`src/rtl/life_pkg.sv`:
```
/* Shared grid constants and types for the Life engine.
   Imported by every module that handles rows, addresses or counters. */
package life_pkg;

	//////////////////////////////////////////////////
	// Grid geometry
	//////////////////////////////////////////////////

	localparam int GRID_SIZE = 256; // Cells per row and rows per grid
	localparam int ADDR_BITS = 8;   // Row address width

	// One grid row, bit set means alive
	typedef logic [GRID_SIZE-1:0] cell_row_t;

	// Row address, wraps mod GRID_SIZE so the grid is a vertical torus
	typedef logic [ADDR_BITS-1:0] row_addr_t;

	// Counter widths
	typedef logic [47:0] gen_count_t; // Generations since reset
	typedef logic [23:0] gen_rate_t;  // Generations in the last window

	// Fire button debounce FSM
	typedef enum logic [2:0] {
		idle,
		wait_press,
		wait_pulse,
		wait_long,
		long,
		wait_off,
		wait_long_off
	} debounce_state_t;

endpackage

```
`src/rtl/generation_sequencer.sv`:
```
/* Pass sequencer: sweeps the row counter over one pass, issues read and write
   rows relative to base, rotates base and restarts or idles at the end. */
`timescale 1ns/1ps
module generation_sequencer import life_pkg::*; #(
	parameter int GENS = 10 // Generations per pass
) (
	input  logic clk,
	input  logic reset,
	input  logic short_fire,
	input  logic long_fire,
	input  logic read_pend,
	output row_addr_t seq_raddr,
	output row_addr_t seq_waddr,
	output row_addr_t base,
	output logic seq_we,
	output logic seq_active,
	output logic shift_en,
	output logic gen_tick
);

	//////////////////////////////////////////////////
	// Pass geometry
	//////////////////////////////////////////////////

	// Read issue to write data, through arbiter, RAM and pipeline
	localparam int PIPE_DEPTH  = 4 + 3 * GENS;
	// Rows -GENS to 255+GENS are read, then the pipeline drains
	localparam int PASS_CYCLES = GRID_SIZE + 2 * GENS + PIPE_DEPTH;
	localparam int CW          = $clog2(PASS_CYCLES + 1);
	localparam int WRITE_FIRST = 2 * GENS + PIPE_DEPTH; // Count when new row 0 appears

	localparam logic [CW-1:0] IDLE_COUNT  = '1; // Above every pass value
	localparam logic [CW-1:0] START_COUNT = '0;
	localparam logic [CW-1:0] DONE_COUNT  = CW'(PASS_CYCLES - 1);

	logic [CW-1:0] row_cnt;
	logic [CW-1:0] rd_row;  // Read row, offset back by GENS
	logic [CW-1:0] wr_row;  // Write row, offset by pipeline and GENS
	logic pass_done;
	logic go;

	assign go        = short_fire || long_fire;
	assign pass_done = (row_cnt == DONE_COUNT);

	always_ff @(posedge clk) begin
		if (reset) begin
			row_cnt <= IDLE_COUNT;
			base    <= '0;
		end else begin
			if (row_cnt == IDLE_COUNT) begin
				row_cnt <= go ? START_COUNT : IDLE_COUNT;
			end else if (pass_done) begin
				// Held button restarts, unless a readout is waiting
				row_cnt <= (long_fire && !read_pend) ? START_COUNT : IDLE_COUNT;
				base    <= base + ADDR_BITS'(GENS); // New grid starts GENS rows on
			end else begin
				row_cnt <= row_cnt + 1'b1;
			end
		end
	end

	//////////////////////////////////////////////////
	// Addresses and strobes
	//////////////////////////////////////////////////

	assign rd_row = row_cnt - CW'(GENS);
	// New row j lands at (base + GENS) + j, written when count = j + WRITE_FIRST
	assign wr_row = row_cnt - CW'(GENS + PIPE_DEPTH);

	assign seq_raddr  = rd_row[ADDR_BITS-1:0];    // Wraps mod GRID_SIZE
	assign seq_waddr  = wr_row[ADDR_BITS-1:0];
	assign seq_active = (row_cnt != IDLE_COUNT);
	assign seq_we     = (row_cnt >= CW'(WRITE_FIRST)) && (row_cnt <= DONE_COUNT);
	assign shift_en   = seq_active; // Pipeline steps on every pass cycle
	assign gen_tick   = pass_done;

endmodule

```
`config.mk`:
```
export PLATFORM = sky130hd
export DESIGN_NAME = generation_sequencer
export DESIGN_NICKNAME = d
export VERILOG_FILES = /design/src/rtl/life_pkg.sv /design/src/rtl/generation_sequencer.sv
export SDC_FILE = /design/constraint.sdc
export NUM_CORES = 1
export LEC_CHECK = 0
export BUFFER_PORTS_ARGS = -buffer_cell sky130_fd_sc_hd__buf_4
export CORE_ASPECT_RATIO = 1.5
export CORE_MARGIN = 3
export CORE_UTILIZATION = 46
export DETAILED_ROUTE_END_ITERATION = 8
export HOLD_SLACK_MARGIN = 0.06
export PLACE_DENSITY = 0.75
export SLEW_MARGIN = 15
export SYNTH_ARGS = -nofsm -noshare
export SYNTH_HDL_FRONTEND = slang
export SYNTH_SLANG_ARGS = --single-unit
```
`constraint.sdc`:
```
create_clock -name clk -period 2.06 [get_ports clk]
set_clock_uncertainty 0.1 [all_clocks]
set_input_delay 0.412 -clock clk [delete_from_list [all_inputs] [get_ports clk]]
set_output_delay 0.412 -clock clk [all_outputs]
set_load 0.01 [all_outputs]
```
=== Yosys cells after proc, flatten, opt, wreduce, memory -nomap -nowiden ===
Cells that the tools add are included.

* Register bits after elaboration: 17
* Word-level logic and storage cells: 21

* Muxes and demuxes: 4
* Bitwise gates (word level): 1
* Equal/unequal tests: 3
* Add/sub/neg operators: 4
* Reductions and logical operators: 5
* Order comparisons: 2

{| class="wikitable"
|+ Operators by type and width
! cell !! count
|-
| 2-to-1 mux 9 bit || 4
|-
| equality test 9 bit (second input constant) || 2
|-
| adder 9 x 1 -> 9 bit (second input constant) || 1
|-
| >= comparator 9 x 6 -> 1 bit (second input constant) || 1
|-
| <= comparator 9 bit (second input constant) || 1
|-
| inequality test 9 bit (second input constant) || 1
|-
| adder 8 x 4 -> 8 bit (second input constant) || 1
|-
| subtractor 8 x 4 -> 8 bit (second input constant) || 1
|-
| subtractor 8 x 6 -> 8 bit (second input constant) || 1
|-
| logical AND 1 bit || 2
|-
| AND reduction 2 bit || 1
|-
| zero test 1 bit || 1
|-
| logical OR 1 bit || 1
|-
| NOT 1 bit || 1
|}

=== Longest topological paths before layout ===
Gate-level depths: netlist (run 1).

* Depth after elaboration: 5
* Depth in mapped cells: 9
* Mapped depth without buffers: 9

=== Worst setup path before layout (run 1) ===
Ideal clock, no wire load.

* Path type: reg-to-reg
* Start point: reg row_cnt[3]
* End point: reg base[6]
* Path slack: -0.065 ns
* Data arrival time: 1.904 ns
* Path buffers: 0
* Stages on the path, launching flop included: 10
* Period minus slack after synthesis: 2.125 ns
* Data required time: 1.839 ns
* Cell sequence: dfxtp_1 ha_1 nand2_1 nor2_1 nand3_1 ha_1 nand3_1 nor2_8 nand4b_2 mux2_4

* Word-level cells in the longest chain between the ends: 3

{| class="wikitable"
|+ Ends and longest elaborated chain
! item !! RTL line !! source
|-
| start, declared || generation_sequencer.sv:36 || <nowiki>logic [CW-1:0] row_cnt;</nowiki>
|-
| start signal, assigned || generation_sequencer.sv:51 || <nowiki>row_cnt <= go ? START_COUNT : IDLE_COUNT;</nowiki>
|-
| start signal, assigned || generation_sequencer.sv:54 || <nowiki>row_cnt <= (long_fire && !read_pend) ? START_COUNT : IDLE_COUNT;</nowiki>
|-
| start signal, assigned || generation_sequencer.sv:57 || <nowiki>row_cnt <= row_cnt + 1'b1;</nowiki>
|-
| equality test 9 bit || generation_sequencer.sv:50 || <nowiki>if (row_cnt == IDLE_COUNT) begin</nowiki>
|-
| NOT 1 bit (no source line) || n/a ||
|-
| AND reduction 2 bit (no source line) (*) || n/a ||
|-
| end signal, assigned || generation_sequencer.sv:55 || <nowiki>base <= base + ADDR_BITS'(GENS);</nowiki>
|-
| end, declared || generation_sequencer.sv:14 || <nowiki>output row_addr_t base,</nowiki>
|}

Every way passes the cells marked *; elsewhere a longest branch is shown, timed or not.
A chain may end at the register's enable or synchronous reset.

=== Worst setup path after layout (run 1) ===
* Start point: reg row_cnt[3]
* End point: out seq_we

* Word-level cells in the longest chain between the ends: 2

{| class="wikitable"
|+ Ends and longest elaborated chain
! item !! RTL line !! source
|-
| >= comparator 9 x 6 -> 1 bit / <= comparator 9 bit (equally long branches) || generation_sequencer.sv:73 || <nowiki>assign seq_we = (row_cnt >= CW'(WRITE_FIRST)) && (row_cnt <= DONE_COUNT);</nowiki>
|-
| logical AND 1 bit (*) || generation_sequencer.sv:73 ||
|-
| end, declared || generation_sequencer.sv:15 || <nowiki>output logic seq_we,</nowiki>
|}

Marks and branches as above.

==> implementation parameters, run 1 <==
Parameter                              Value

Worst setup path
  Crit path largest cell delay ... 0.40 ns
  CP endpoint kind ... output pin
  Cell-by-cell listing of the critical path ... buf_6, inv_4, ha_4, a211oi_2, o21a_1, o22ai_1, buf_4
  Required time of the critical path ... 1.55 ns
  Launching element type of the critical path ... flop
  CP Class ... reg -> out
  Crit Path Max Fanout ... 3
  CP Data Arrival Time ... 1.66 ns
  Cell type of the slowest stage on the worst timing path ... sky130_fd_sc_hd__dfxtp_4

Logic synthesis
  Cell area after synthesis ... 1150 µm²
  Synth area leaders ... sky130_fd_sc_hd__dfxtp_1 28%, sky130_fd_sc_hd__ha_1 13%, sky130_fd_sc_hd__xnor2_1 9.1%
  Post-synth net total ... 147
  Proportion of synthesized chip area in sequential cells ... 27.8%
  Post-synthesis async set-or-reset flop share ... 0%
  Distinct cell type count after synthesis ... 32
  Avg Cell Area, Syn ... 8.85 µm²
  Post-synth EDFFs ... 0
  Most instantiated library cell after synthesis ... sky130_fd_sc_hd__dfxtp_1
  Cell count after synthesis ... 130
  Adder and majority cell fraction of the synthesized area ... 13.0%
  Synth warnings ... 0
  Share of the synthesized area in compound gates (AO/OA/AOI/OAI) ... 14.0%
  Dominant cell type by area after synthesis ... sky130_fd_sc_hd__dfxtp_1
  Dominant combinational cell family by area after synthesis ... simple AND/OR/NAND/NOR gates
  Number of register bits inferred by synthesis ... 16
  Most common flop cell mapped by yosys ... sky130_fd_sc_hd__dfxtp_1
  Most used standard cells in the synthesized netlist ... 16 x sky130_fd_sc_hd__dfxtp_1, 13 x sky130_fd_sc_hd__nor2_1, 12 x sky130_fd_sc_hd__ha_1, 12 x sky130_fd_sc_hd__xnor2_1, 11 x sky130_fd_sc_hd__o21ai_1
  Top cell type's share of synthesized area ... 27.8%
  Fraction of synthesized area in multiplexers ... 1.30%
  XOR/XNOR share of the synthesized area ... 15.2%
  Post-synthesis share of cell area spent on and, or, nand and nor gates ... 17.9%

Detailed routing
  Count of unresolved DRC violations after routing ... 0
  Highest routed metal layer ... met4
  Routed met3 length ... 163 µm
  Remaining antenna violation count after routing ... 0
  Routed wire per std cell ... 18.1 µm
  Wire length after detailed routing ... 3710 µm
  Detailed-router iteration count before antenna repair ... 4
  Via density per instance ... 5.45
  Via total after detailed routing ... 1118
  Metal1 wirelength ... 1290 µm
  Number of violations reported at the end of detailed-routing iteration 0 ... 21
  Routed length on met2 ... 2090 µm

Floorplan
  Chip width ... 46.8 µm
  Overall die height ... 67.3 µm
  # rows ... 21
  Core footprint ... 2310 µm²
  Total Die Area ... 3150 µm²
  Top-Level Pins ... 33
  Starting Density ... 49.8%

Worst hold path
  Worst hold path class ... in -> reg

STA
  Shortest clock period the worst path allows after layout ... 2.17 ns
  Hold_ws ... 0.263 ns
  Worst-case setup margin in the final layout ... -0.113 ns
  Total count of max-transition violations in the final report ... 0
  Period Utilization, post-route ... 106%
  Final number of hold-violating endpoints ... 0
  Maximum achievable frequency ... 460 MHz
  Final setup violation count ... 2
  RSZ-0062 raised after global routing ... yes

GRT
  Gr ovfl total ... 0
  GR Util All Layers ... 25.0%
  Number of global-route vias before repair ... 1185
  Antenna violations before repair ... 0
  Maximum number of pins on one net before global-route repair ... 12
  Global-route wire length before repair ... 5620 µm

Clocking
  Cell chosen for the clock root ... sky130_fd_sc_hd__clkbuf_4
  Clock-pin slew on the worst setup and hold paths ... 0.11 ns
  Clock latency reported for the late side of the worst-skew pair ... 0.29 ns
  Cts bufs inserted ... 3
  Number of sinks on the clock net ... 16
  CTS max path bufs ... 2
  H-tree levels ... 1
  Clock tree from TritonCTS ... built

Status
  Run status ... finished, violations left
  Violations in the final reports ... setup timing

Layout
  Final layout net count ... 200
  Area taken by flip-flops and latches ... 333 µm²
  Area taken by multi-input logic gates ... 893 µm²
  Fill cell total of the finished layout ... 147
  Ratio of cells with drive above 1 in the final layout ... 56.0%
  P&R area growth vs syn ... 57.6%
  Antenna diodes ... 0

Power and ir drop
  Leakage ... 0.801 nW
  Highest ir drop seen on vdd ... 0.000943 V
  Power density over cell area ... 1450 nW/µm²

Place
  Detailed Place HPWL ... 2030 µm
  Total of buffers placed on input and output ports ... 31
  Placer Congestion ... 0.921
  Post-place setup slack ... -0.0355 ns

Job
  Number of violations of the max-capacitance limit ... 0
layout by cell type (no fill, tap or decap), types with 3 or more instances in the layout:
| cell | n |
|---|---|
| sky130_fd_sc_hd__buf_6 | 7 |
| sky130_fd_sc_hd__nand2_1 | 5 |
| sky130_fd_sc_hd__clkbuf_4 | 3 |
| sky130_fd_sc_hd__ha_1 | 3 |
| sky130_fd_sc_hd__inv_1 | 4 |
| sky130_fd_sc_hd__nor3_2 | 4 |
| sky130_fd_sc_hd__nor2_1 | 11 |
| sky130_fd_sc_hd__o21ai_1 | 11 |
| sky130_fd_sc_hd__dfxtp_1 | 12 |
| sky130_fd_sc_hd__a21oi_1 | 3 |
| sky130_fd_sc_hd__xnor2_1 | 12 |
| sky130_fd_sc_hd__xor2_1 | 7 |
| sky130_fd_sc_hd__dfxtp_4 | 3 |
| sky130_fd_sc_hd__buf_4 | 51 |
| sky130_fd_sc_hd__ha_4 | 7 |
state kept, by name, indices dropped and copies added, names as in the netlist:
register,count
row_cnt,9
base,7
cell type report:
class	count	area share, %
inverters	9	2.55
well taps	23	1.59
flip-flops and latches	16	18.3
multi-input cells	94	49.2
repair buffers	59	26.3
clock buffers	4	2.00
through the flow:
step                setup TNS (ns)  total power [mW]  utilization, %  cell area (µm²)  cells
floorplan                        0              1.25               -             1160    130
global placement                 0              1.74            62.0             1430    186
detailed placement          -0.240              1.77            62.0             1430    186
CTS                         -0.187              2.30            72.6             1680    199
global route                -0.567              2.78            78.5             1810    205
finish                      -0.165              2.63            78.5             1810    205
worst max-delay path: cells and delay by family (launching register included):
kind | cells | cell delay [ns]
flip-flops | 1 | 0.40
adder cells (fa/ha/maj) | 1 | 0.17
AO/OA/AOI/OAI | 3 | 0.47
buffers and inverters | 3 | 0.34
path summary, 6_finish.rpt:
| check | cells after the start | slack (ns) | endpoint | start |
|---|---|---|---|---|
| worst max register to register | 10 | 0.15 | row_cnt[2]$_SDFF_PP1_ | row_cnt[2]$_SDFF_PP1_ |
| worst max-delay path | 7 | -0.11 | seq_we | row_cnt[3]$_SDFF_PP1_ |
| worst min register to register | 2 | 0.43 | base[2]$_SDFFE_PP0P_ | base[2]$_SDFFE_PP0P_ |
| worst min-delay path | 2 | 0.26 | base[2]$_SDFFE_PP0P_ | reset |
per-layer routing:
metal	track usage (%)	vias to the layer above
met5	0	-
met2	44.4	43
met4	15.9	0
met1	25.0	532
li1	-	530
met3	5.07	13
report_power, final:
part / switching [mW] / internal (mW) / total (mW)
logic: 0.960 / 0.961 / 1.92
clock network: 0.108 / 0.108 / 0.215
registers: 0.104 / 0.391 / 0.495
cell families after synthesis:
| group | after synthesis |
|---|---|
| adder cells (fa/ha/maj) | 12 |
| flip-flops | 16 |
| multiplexers | 1 |
| AND/OR/NAND/NOR | 35 |
| XOR/XNOR | 20 |
| buffers and inverters | 20 |
| other | 1 |
| AO/OA/AOI/OAI | 25 |
what timing repair did:
item                                    in CTS  in global routing
hold buffers                                 0                  0
endpoints found under the setup margin      18                 20
pin swaps                                    9                  9
gates resized for setup                     39                 20
buffers inserted                             9                  6
(Power assumes the default switching activity.)
==> run 2: changes to the inputs <==
BUFFER_PORTS_ARGS = -buffer_cell sky130_fd_sc_hd__buf_2   (was -buffer_cell sky130_fd_sc_hd__buf_4)
==> run 2 against run 1 <==
Clock power decreased by 19%. Combinational power decreased by 6%. Highest routed layer unchanged. Cell area decreased by 6.4%. First-iteration DRC count increased by 71%. Sequential cell count unchanged. The flow still finishes with violations (setup timing). Critical path depth unchanged.
==> implementation parameters, run 2 (synthesized netlist as in run 1, its figures left out) <==
Parameter                              Value

GRT
  Global-route wire length before repair ... 5000 µm (was 5620 µm)
  GR Util All Layers ... 21.9% (was 25.0%)
  Antenna violations before repair ... 0 (unchanged)
  Gr ovfl total ... 0 (unchanged)
  Maximum number of pins on one net before global-route repair ... 12 (unchanged)
  Number of global-route vias before repair ... 1077 (was 1185)

Detailed routing
  Remaining antenna violation count after routing ... 0 (unchanged)
  Routed wire per std cell ... 17.7 µm (was 18.1 µm)
  Number of violations reported at the end of detailed-routing iteration 0 ... 36 (was 21)
  Via total after detailed routing ... 1100 (was 1118)
  Detailed-router iteration count before antenna repair ... 5 (was 4)
  Count of unresolved DRC violations after routing ... 0 (unchanged)
  Wire length after detailed routing ... 3470 µm (was 3710 µm)
  Via density per instance ... 5.61 (was 5.45)

Layout
  Final layout net count ... 192 (was 200)
  Flip-flop count of the largest register, all copies and words added ... 9 (unchanged)
  Highest-count cells in the layout ignoring fill and taps ... 29 x sky130_fd_sc_hd__buf_2, 15 x sky130_fd_sc_hd__buf_4, 12 x sky130_fd_sc_hd__xnor2_1, 12 x sky130_fd_sc_hd__dfxtp_1 (was 51 x sky130_fd_sc_hd__buf_4, 12 x sky130_fd_sc_hd__xnor2_1, 12 x sky130_fd_sc_hd__dfxtp_1)
  Ratio of cells with drive above 1 in the final layout ... 54.9% (was 56.0%)
  Leading cell type in the layout, fill and taps excluded ... sky130_fd_sc_hd__buf_2 (was sky130_fd_sc_hd__buf_4)
  Antenna diodes ... 0 (unchanged)
  Biggest regs ... row_cnt x9, base x7 (unchanged)
  Biggest register ... row_cnt (unchanged)
  Fill cell total of the finished layout ... 158 (was 147)
  Fin util ... 73.4% (was 78.5%)
  P&R area growth vs syn ... 47.5% (was 57.6%)

Power and ir drop
  Switching Fraction ... 48.1% (was 44.5%)
  Reg power frac ... 19.8% (was 18.8%)
  Highest ir drop seen on vdd ... 0.00105 V (was 0.000943 V)
  Clock Power Share ... 7.1% (was 8.2%)
  Share of total power in combinational logic ... 73.1% (was 73.0%)
  Leakage ... 0.750 nW (was 0.801 nW)
  Power density over cell area ... 1460 nW/µm² (was 1450 nW/µm²)
  Internal cell power ... 1.28 mW (was 1.46 mW)
  Power spent charging and discharging nets ... 1.19 mW (was 1.17 mW)

Clocking
  Clock tree from TritonCTS ... built (unchanged)
  Hold bufs inserted after CTS ... 0 (unchanged)
  H-tree levels ... 1 (unchanged)
  Cts bufs inserted ... 3 (unchanged)
  CTS max path bufs ... 2 (unchanged)
  Clock-pin slew on the worst setup and hold paths ... 0.10 ns (was 0.11 ns)
  Cell chosen for the clock root ... sky130_fd_sc_hd__clkbuf_4 (unchanged)
  Clock latency reported for the late side of the worst-skew pair ... 0.30 ns (was 0.29 ns)
  Number of sinks on the clock net ... 16 (unchanged)

Worst setup path
  CP Class ... reg -> out (unchanged)
  CP endpoint kind ... output pin (unchanged)
  Crit Path Max Fanout ... 4 (was 3)
  Launching element type of the critical path ... flop (unchanged)
  R2R cell count ... 9 (was 10)
  CP Data Arrival Time ... 1.67 ns (was 1.66 ns)
  Required time of the critical path ... 1.55 ns (about the same)

STA
  Period Utilization, post-route ... 106% (about the same)
  Final setup violation count ... 7 (was 2)
  Final number of hold-violating endpoints ... 0 (unchanged)
  Maximum achievable frequency ... 459 MHz (was 460 MHz)
  Total count of max-transition violations in the final report ... 0 (unchanged)
  RSZ-0062 raised after global routing ... yes (unchanged)
  Worst-case setup margin in the final layout ... -0.119 ns (was -0.113 ns)
  Hold_ws ... 0.309 ns (was 0.263 ns)
  Shortest clock period the worst path allows after layout ... 2.18 ns (was 2.17 ns)

Floorplan
  Chip width ... 46.8 µm (unchanged)
  Overall die height ... 67.3 µm (unchanged)
  Total Die Area ... 3150 µm² (unchanged)
  Top-Level Pins ... 33 (unchanged)
  Core footprint ... 2310 µm² (unchanged)
  # rows ... 21 (unchanged)
  Starting Density ... 49.8% (unchanged)

Worst hold path
  Worst hold path class ... in -> reg (unchanged)
  Cells on Worst Hold Path ... 2 (unchanged)

Status
  Run status ... finished, violations left (unchanged)
  Violations in the final reports ... setup timing (unchanged)

Place
  Post-place setup slack ... -0.0104 ns (was -0.0355 ns)
  Total of buffers placed on input and output ports ... 31 (unchanged)
  Placer Congestion ... 0.878 (was 0.921)
  Detailed Place HPWL ... 2010 µm (was 2030 µm)

Job
  Number of violations of the max-capacitance limit ... 0 (unchanged)
[run 2: changes by cell type in the layout (fill, tap and decap cells not counted), sizes merged]
cell    before  now
clkbuf       4    3
buf         59   51
[run 2: worst max-delay path: stages (launching register included)]
cell and delay (ns):
sky130_fd_sc_hd__dfxtp_2 0.38, sky130_fd_sc_hd__buf_6 0.15, sky130_fd_sc_hd__inv_8 0.05, sky130_fd_sc_hd__ha_4 0.15, sky130_fd_sc_hd__a211oi_4 0.23, sky130_fd_sc_hd__a211oi_2 0.06
sky130_fd_sc_hd__o22ai_1 0.18, sky130_fd_sc_hd__buf_2 0.17
[run 2: timing repair]
item                       4_1_cts  5_1_grt
resized for setup               41       22
buffers inserted                 7        1
pin swaps                        9        7
setup endpoints to repair       18       23
[run 2: worst paths after layout]
path | start | endpoint | slack (ns)
max | row_cnt[1]$_SDFF_PP1_ | seq_we | -0.12
min | reset | base[2]$_SDFFE_PP0P_ | 0.31
max reg2reg | row_cnt[2]$_SDFF_PP1_ | row_cnt[5]$_SDFF_PP1_ | 0.03
min reg2reg | base[7]$_SDFFE_PP0P_ | base[7]$_SDFFE_PP0P_ | 0.43
[run 2: per-stage QoR]
stage / TNS, ns / instance area (µm²) / total power, mW / cells
4_1_cts: -0.127 / 1590 / 2.12 / 195
6_report: -0.386 / 1700 / 2.47 / 196
3_5_place_dp: -0.0314 / 1350 / 1.65 / 185
3_3_place_gp: 0 / 1350 / 1.61 / 185
2_1_floorplan: 0 / 1160 / 1.25 / 130
5_1_grt: -1.09 / 1700 / 2.61 / 196
[run 2: power groups by stage]
stage	registers, mW	clock network, mW	logic [mW]
global placement	0.443	0	1.17
floorplan	0.447	0	0.800
CTS	0.473	0.175	1.47
global route	0.497	0.190	1.92
finish	0.489	0.175	1.81
detailed placement	0.448	0	1.20
[run 2: routing by layer]
metal	GRT usage (%)	up-vias	wire length (µm)
met4	12.1	0	78
met1	23.7	536	1260
li1	-	516	-
met3	3.47	9	112
met2	38.3	39	2020
met5	0	-	0
[run 2: cell type report]
type | count | area, µm² | share of cell area, %
multi-input combinational | 94 | 933 | 55.0
timing repair buffer | 51 | 337 | 19.8
sequential | 16 | 330 | 19.5
inverter | 9 | 46.3 | 2.73
tap | 23 | 28.8 | 1.69
clock buffer | 3 | 22.5 | 1.33
==> run 3: changes to the inputs <==
ABC_AREA = 1   (was unset)
CORE_UTILIZATION = 48   (was 46)
PLACE_DENSITY = 0.76   (was 0.75)
==> run 3 against run 2 <==
The flow still finishes with violations (setup timing). Via count rose by 23%. First-iteration DRC count fell by 2.8%. Area after synthesis rose by 15%. Clock power fell by 7%. Total power rose by 10%. Die area rose by 8.9%. Critical path type unchanged. Largest cell class unchanged. Highest routed layer unchanged.
==> implementation parameters, run 3 <==
Parameter                              Value

Status
  Run status ... finished, violations left (unchanged)
  Violations in the final reports ... setup timing (unchanged)

Layout
  Ratio of cells with drive above 1 in the final layout ... 42.6% (was 54.9%)
  P&R area growth vs syn ... 38.8% (was 47.5%)
  Biggest register ... row_cnt (unchanged)
  Finished Cell Area ... 1830 µm² (was 1700 µm²)
  Antenna diodes ... 0 (unchanged)
  Final standard cell count with taps included and fillers excluded ... 278 (was 196)
  Leading cell type in the layout, fill and taps excluded ... sky130_fd_sc_hd__nand2_1 (was sky130_fd_sc_hd__buf_2)
  Highest-count cells in the layout ignoring fill and taps ... 61 x sky130_fd_sc_hd__nand2_1, 29 x sky130_fd_sc_hd__buf_2, 21 x sky130_fd_sc_hd__buf_4 (was 29 x sky130_fd_sc_hd__buf_2, 15 x sky130_fd_sc_hd__buf_4, 12 x sky130_fd_sc_hd__xnor2_1, 12 x sky130_fd_sc_hd__dfxtp_1)
  Biggest regs ... row_cnt x9, base x7 (unchanged)
  Final layout net count ... 261 (was 192)
  Flip-flop count of the largest register, all copies and words added ... 9 (unchanged)
  Area taken by flip-flops and latches ... 329 µm² (was 330 µm²)
  Area taken by multi-input logic gates ... 977 µm² (was 933 µm²)
  Fill cell total of the finished layout ... 215 (was 158)

STA
  Final number of hold-violating endpoints ... 0 (unchanged)
  Final setup violation count ... 3 (was 7)
  Maximum achievable frequency ... 470 MHz (was 459 MHz)
  Worst-case setup margin in the final layout ... -0.0686 ns (was -0.119 ns)
  Period Utilization, post-route ... 103% (was 106%)
  Total count of max-transition violations in the final report ... 0 (unchanged)
  Shortest clock period the worst path allows after layout ... 2.13 ns (was 2.18 ns)
  RSZ-0062 raised after global routing ... yes (unchanged)

Place
  Total of buffers placed on input and output ports ... 31 (unchanged)
  Post-placement cell count ... 262 (was 185)
  Instance area after placement ... 1550 µm² (was 1350 µm²)
  Post-place setup slack ... 0.0898 ns (was -0.0104 ns)
  Placer Congestion ... 0.849 (was 0.878)
  Detailed Place HPWL ... 2230 µm (was 2010 µm)

Worst hold path
  Startpoint of the worst hold path ... reset (unchanged)
  Cells on Worst Hold Path ... 2 (unchanged)
  Worst hold path class ... in -> reg (unchanged)
  Endpoint, Worst Hold ... base[3]$_SDFFE_PP0P_ (was base[2]$_SDFFE_PP0P_)

Power and ir drop
  Highest ir drop seen on vdd ... 0.000808 V (was 0.00105 V)
  Final total power ... 2.73 mW (was 2.47 mW)
  Leakage ... 0.975 nW (was 0.750 nW)
  Power density over cell area ... 1490 nW/µm² (was 1460 nW/µm²)

GRT
  Antenna violations before repair ... 0 (unchanged)
  Maximum number of pins on one net before global-route repair ... 10 (was 12)
  Gr ovfl total ... 0 (unchanged)
  Global-route wire length before repair ... 5240 µm (was 5000 µm)
  Number of global-route vias before repair ... 1285 (was 1077)
  GR Util All Layers ... 19.0% (was 21.9%)

Worst setup path
  R2R cell count ... 12 (was 9)
  Source of the worst register-to-register timing path ... row_cnt[2]$_SDFF_PP1_ (unchanged)
  CP Data Arrival Time ... 1.62 ns (was 1.67 ns)
  R2r endpoint ... base[5]$_SDFFE_PP0P_ (was row_cnt[5]$_SDFF_PP1_)
  CP Class ... reg -> out (unchanged)
  Crit Path Max Fanout ... 4 (unchanged)
  Launching element type of the critical path ... flop (unchanged)
  CP endpoint kind ... output pin (unchanged)
  Reg2Reg Setup Slack ... 0.11 ns (was 0.03 ns)
  Required time of the critical path ... 1.55 ns (about the same)

Detailed routing
  Routed wire per std cell ... 11.7 µm (was 17.7 µm)
  Detailed-router iteration count before antenna repair ... 4 (was 5)
  Via density per instance ... 4.86 (was 5.61)
  Via total after detailed routing ... 1352 (was 1100)
  Count of unresolved DRC violations after routing ... 0 (unchanged)
  Wire length after detailed routing ... 3250 µm (was 3470 µm)
  Number of violations reported at the end of detailed-routing iteration 0 ... 35 (was 36)
  Remaining antenna violation count after routing ... 0 (unchanged)

Logic synthesis
  Post-synth EDFFs ... 0 (unchanged)
  Most instantiated library cell after synthesis ... sky130_fd_sc_hd__nand2_1 (was sky130_fd_sc_hd__dfxtp_1)
  Avg Cell Area, Syn ... 6.92 µm² (was 8.85 µm²)
  Synth warnings ... 0 (unchanged)
  Cell count after synthesis ... 191 (was 130)
  Distinct cell type count after synthesis ... 28 (was 32)
  Most common flop cell mapped by yosys ... sky130_fd_sc_hd__dfxtp_1 (unchanged)
  Synth area leaders ... sky130_fd_sc_hd__dfxtp_1 24%, sky130_fd_sc_hd__nand2_1 19%, sky130_fd_sc_hd__ha_1 11% (was sky130_fd_sc_hd__dfxtp_1 28%, sky130_fd_sc_hd__ha_1 13%, sky130_fd_sc_hd__xnor2_1 9.1%)
  Cell area after synthesis ... 1320 µm² (was 1150 µm²)
  Dominant cell type by area after synthesis ... sky130_fd_sc_hd__dfxtp_1 (unchanged)
  Most used standard cells in the synthesized netlist ... 67 x sky130_fd_sc_hd__nand2_1, 21 x sky130_fd_sc_hd__inv_1, 19 x sky130_fd_sc_hd__nor2_1 (was 16 x sky130_fd_sc_hd__dfxtp_1, 13 x sky130_fd_sc_hd__nor2_1, 12 x sky130_fd_sc_hd__ha_1, 12 x sky130_fd_sc_hd__xnor2_1, 11 x sky130_fd_sc_hd__o21ai_1)
  Post-synthesis async set-or-reset flop share ... 0% (unchanged)
  Post-synth net total ... 208 (was 147)
  Proportion of synthesized chip area in sequential cells ... 24.2% (was 27.8%)
  Top cell type's share of synthesized area ... 24.2% (was 27.8%)
  Number of register bits inferred by synthesis ... 16 (unchanged)

Clocking
  H-tree levels ... 1 (unchanged)
  Clock latency reported for the late side of the worst-skew pair ... 0.28 ns (was 0.30 ns)
  Cts bufs inserted ... 3 (unchanged)
  Cell chosen for the clock root ... sky130_fd_sc_hd__clkbuf_4 (unchanged)
  CTS max path bufs ... 2 (unchanged)
  Number of sinks on the clock net ... 16 (unchanged)
  Clock-pin slew on the worst setup and hold paths ... 0.09 ns (was 0.10 ns)
  Clock tree from TritonCTS ... built (unchanged)

Floorplan
  Total Die Area ... 3430 µm² (was 3150 µm²)
  Starting Density ... 52.2% (was 49.8%)
  Top-Level Pins ... 33 (unchanged)
  Core footprint ... 2530 µm² (was 2310 µm²)
  # rows ... 22 (was 21)
  Overall die height ... 70.3 µm (was 67.3 µm)
  Chip width ... 48.8 µm (was 46.8 µm)

Job
  Number of violations of the max-capacitance limit ... 0 (unchanged)
run 3: cell count changes after synthesis, sizes merged, moves of 4 or more:
cell   delta
nand2    +63
inv      +15
xnor2    -10
o21ai     -8
nor2      +6
nand4     +4
run 3: cell type report:
| class | instances | area share, % |
|---|---|---|
| clock buffer | 3 | 1.23 |
| multi-input combinational | 143 | 53.3 |
| sequential | 16 | 17.9 |
| timing repair buffer | 55 | 19.6 |
| inverter | 25 | 5.53 |
| tap | 36 | 2.46 |
run 3: what timing repair did:
item,CTS,global route
buffers inserted,13,3
gates cloned,0,0
pin swaps,4,14
resized for setup,20,27
hold buffers,0,0
endpoints found under the setup margin,8,24
run 3: kinds of logic after synthesis:
family / count (synthesis) / synth area share, %
AOI/OAI and AO/OA: 15 / 6.44
adders and majority gates: 12 / 11.4
xor gates and xnor gates: 11 / 7.29
and+or+nand+nor: 104 / 38.7
other: 1 / 0.284
DFF: 16 / 24.2
buffers and inverters: 32 / 11.6
run 3: metrics by stage:
step | util, % | hold slack, ns | setup TNS (ns)
6_report | 72.4 | 0.234 | -0.182
5_1_grt | 72.4 | 0.235 | -0.598
4_1_cts | 68.3 | 0.215 | -0.233
3_5_place_dp | 61.0 | 0.395 | 0
3_3_place_gp | 61.0 | 0.391 | 0
2_1_floorplan | - | 0.381 | 0
run 3: power breakdown:
part           internal (mW)  total (mW)  switching, mW
sequential             0.405       0.521          0.116
combinational          0.932        2.05           1.11
clock                 0.0679       0.162         0.0945
run 3: layer usage:
metal / GRT usage [%] / part of all wire [%] / vias up
li1: - / - / 691
met1: 18.8 / 38 / 609
met2: 37.1 / 56 / 44
met3: 1.71 / 3.8 / 8
met4: 11.4 / 2.6 / 0
met5: 0 / 0 / -
run 3: how the worst max path moves through the flow:
stage | from | to | slack, ns | depth (start not counted)
final | row_cnt[1]$_SDFF_PP1_ | seq_we | -0.07 | 6
after global routing | row_cnt[1]$_SDFF_PP1_ | seq_we | -0.13 | 7
after CTS | row_cnt[3]$_SDFF_PP1_ | shift_en | -0.05 | 6
after detailed placement | row_cnt[1]$_SDFF_PP1_ | shift_en | 0.09 | 6
after global placement | row_cnt[1]$_SDFF_PP1_ | shift_en | 0.15 | 6
after floorplan | row_cnt[3]$_SDFF_PP1_ | shift_en | 0.02 | 6
run 3: worst max-delay path, cell delays in order, from the launching register on:
cell and delay (ns):
sky130_fd_sc_hd__dfxtp_4 0.37, sky130_fd_sc_hd__inv_1 0.16, sky130_fd_sc_hd__ha_1 0.19, sky130_fd_sc_hd__nand2_2 0.10, sky130_fd_sc_hd__a31o_2 0.27, sky130_fd_sc_hd__a21oi_2 0.11
sky130_fd_sc_hd__buf_2 0.14
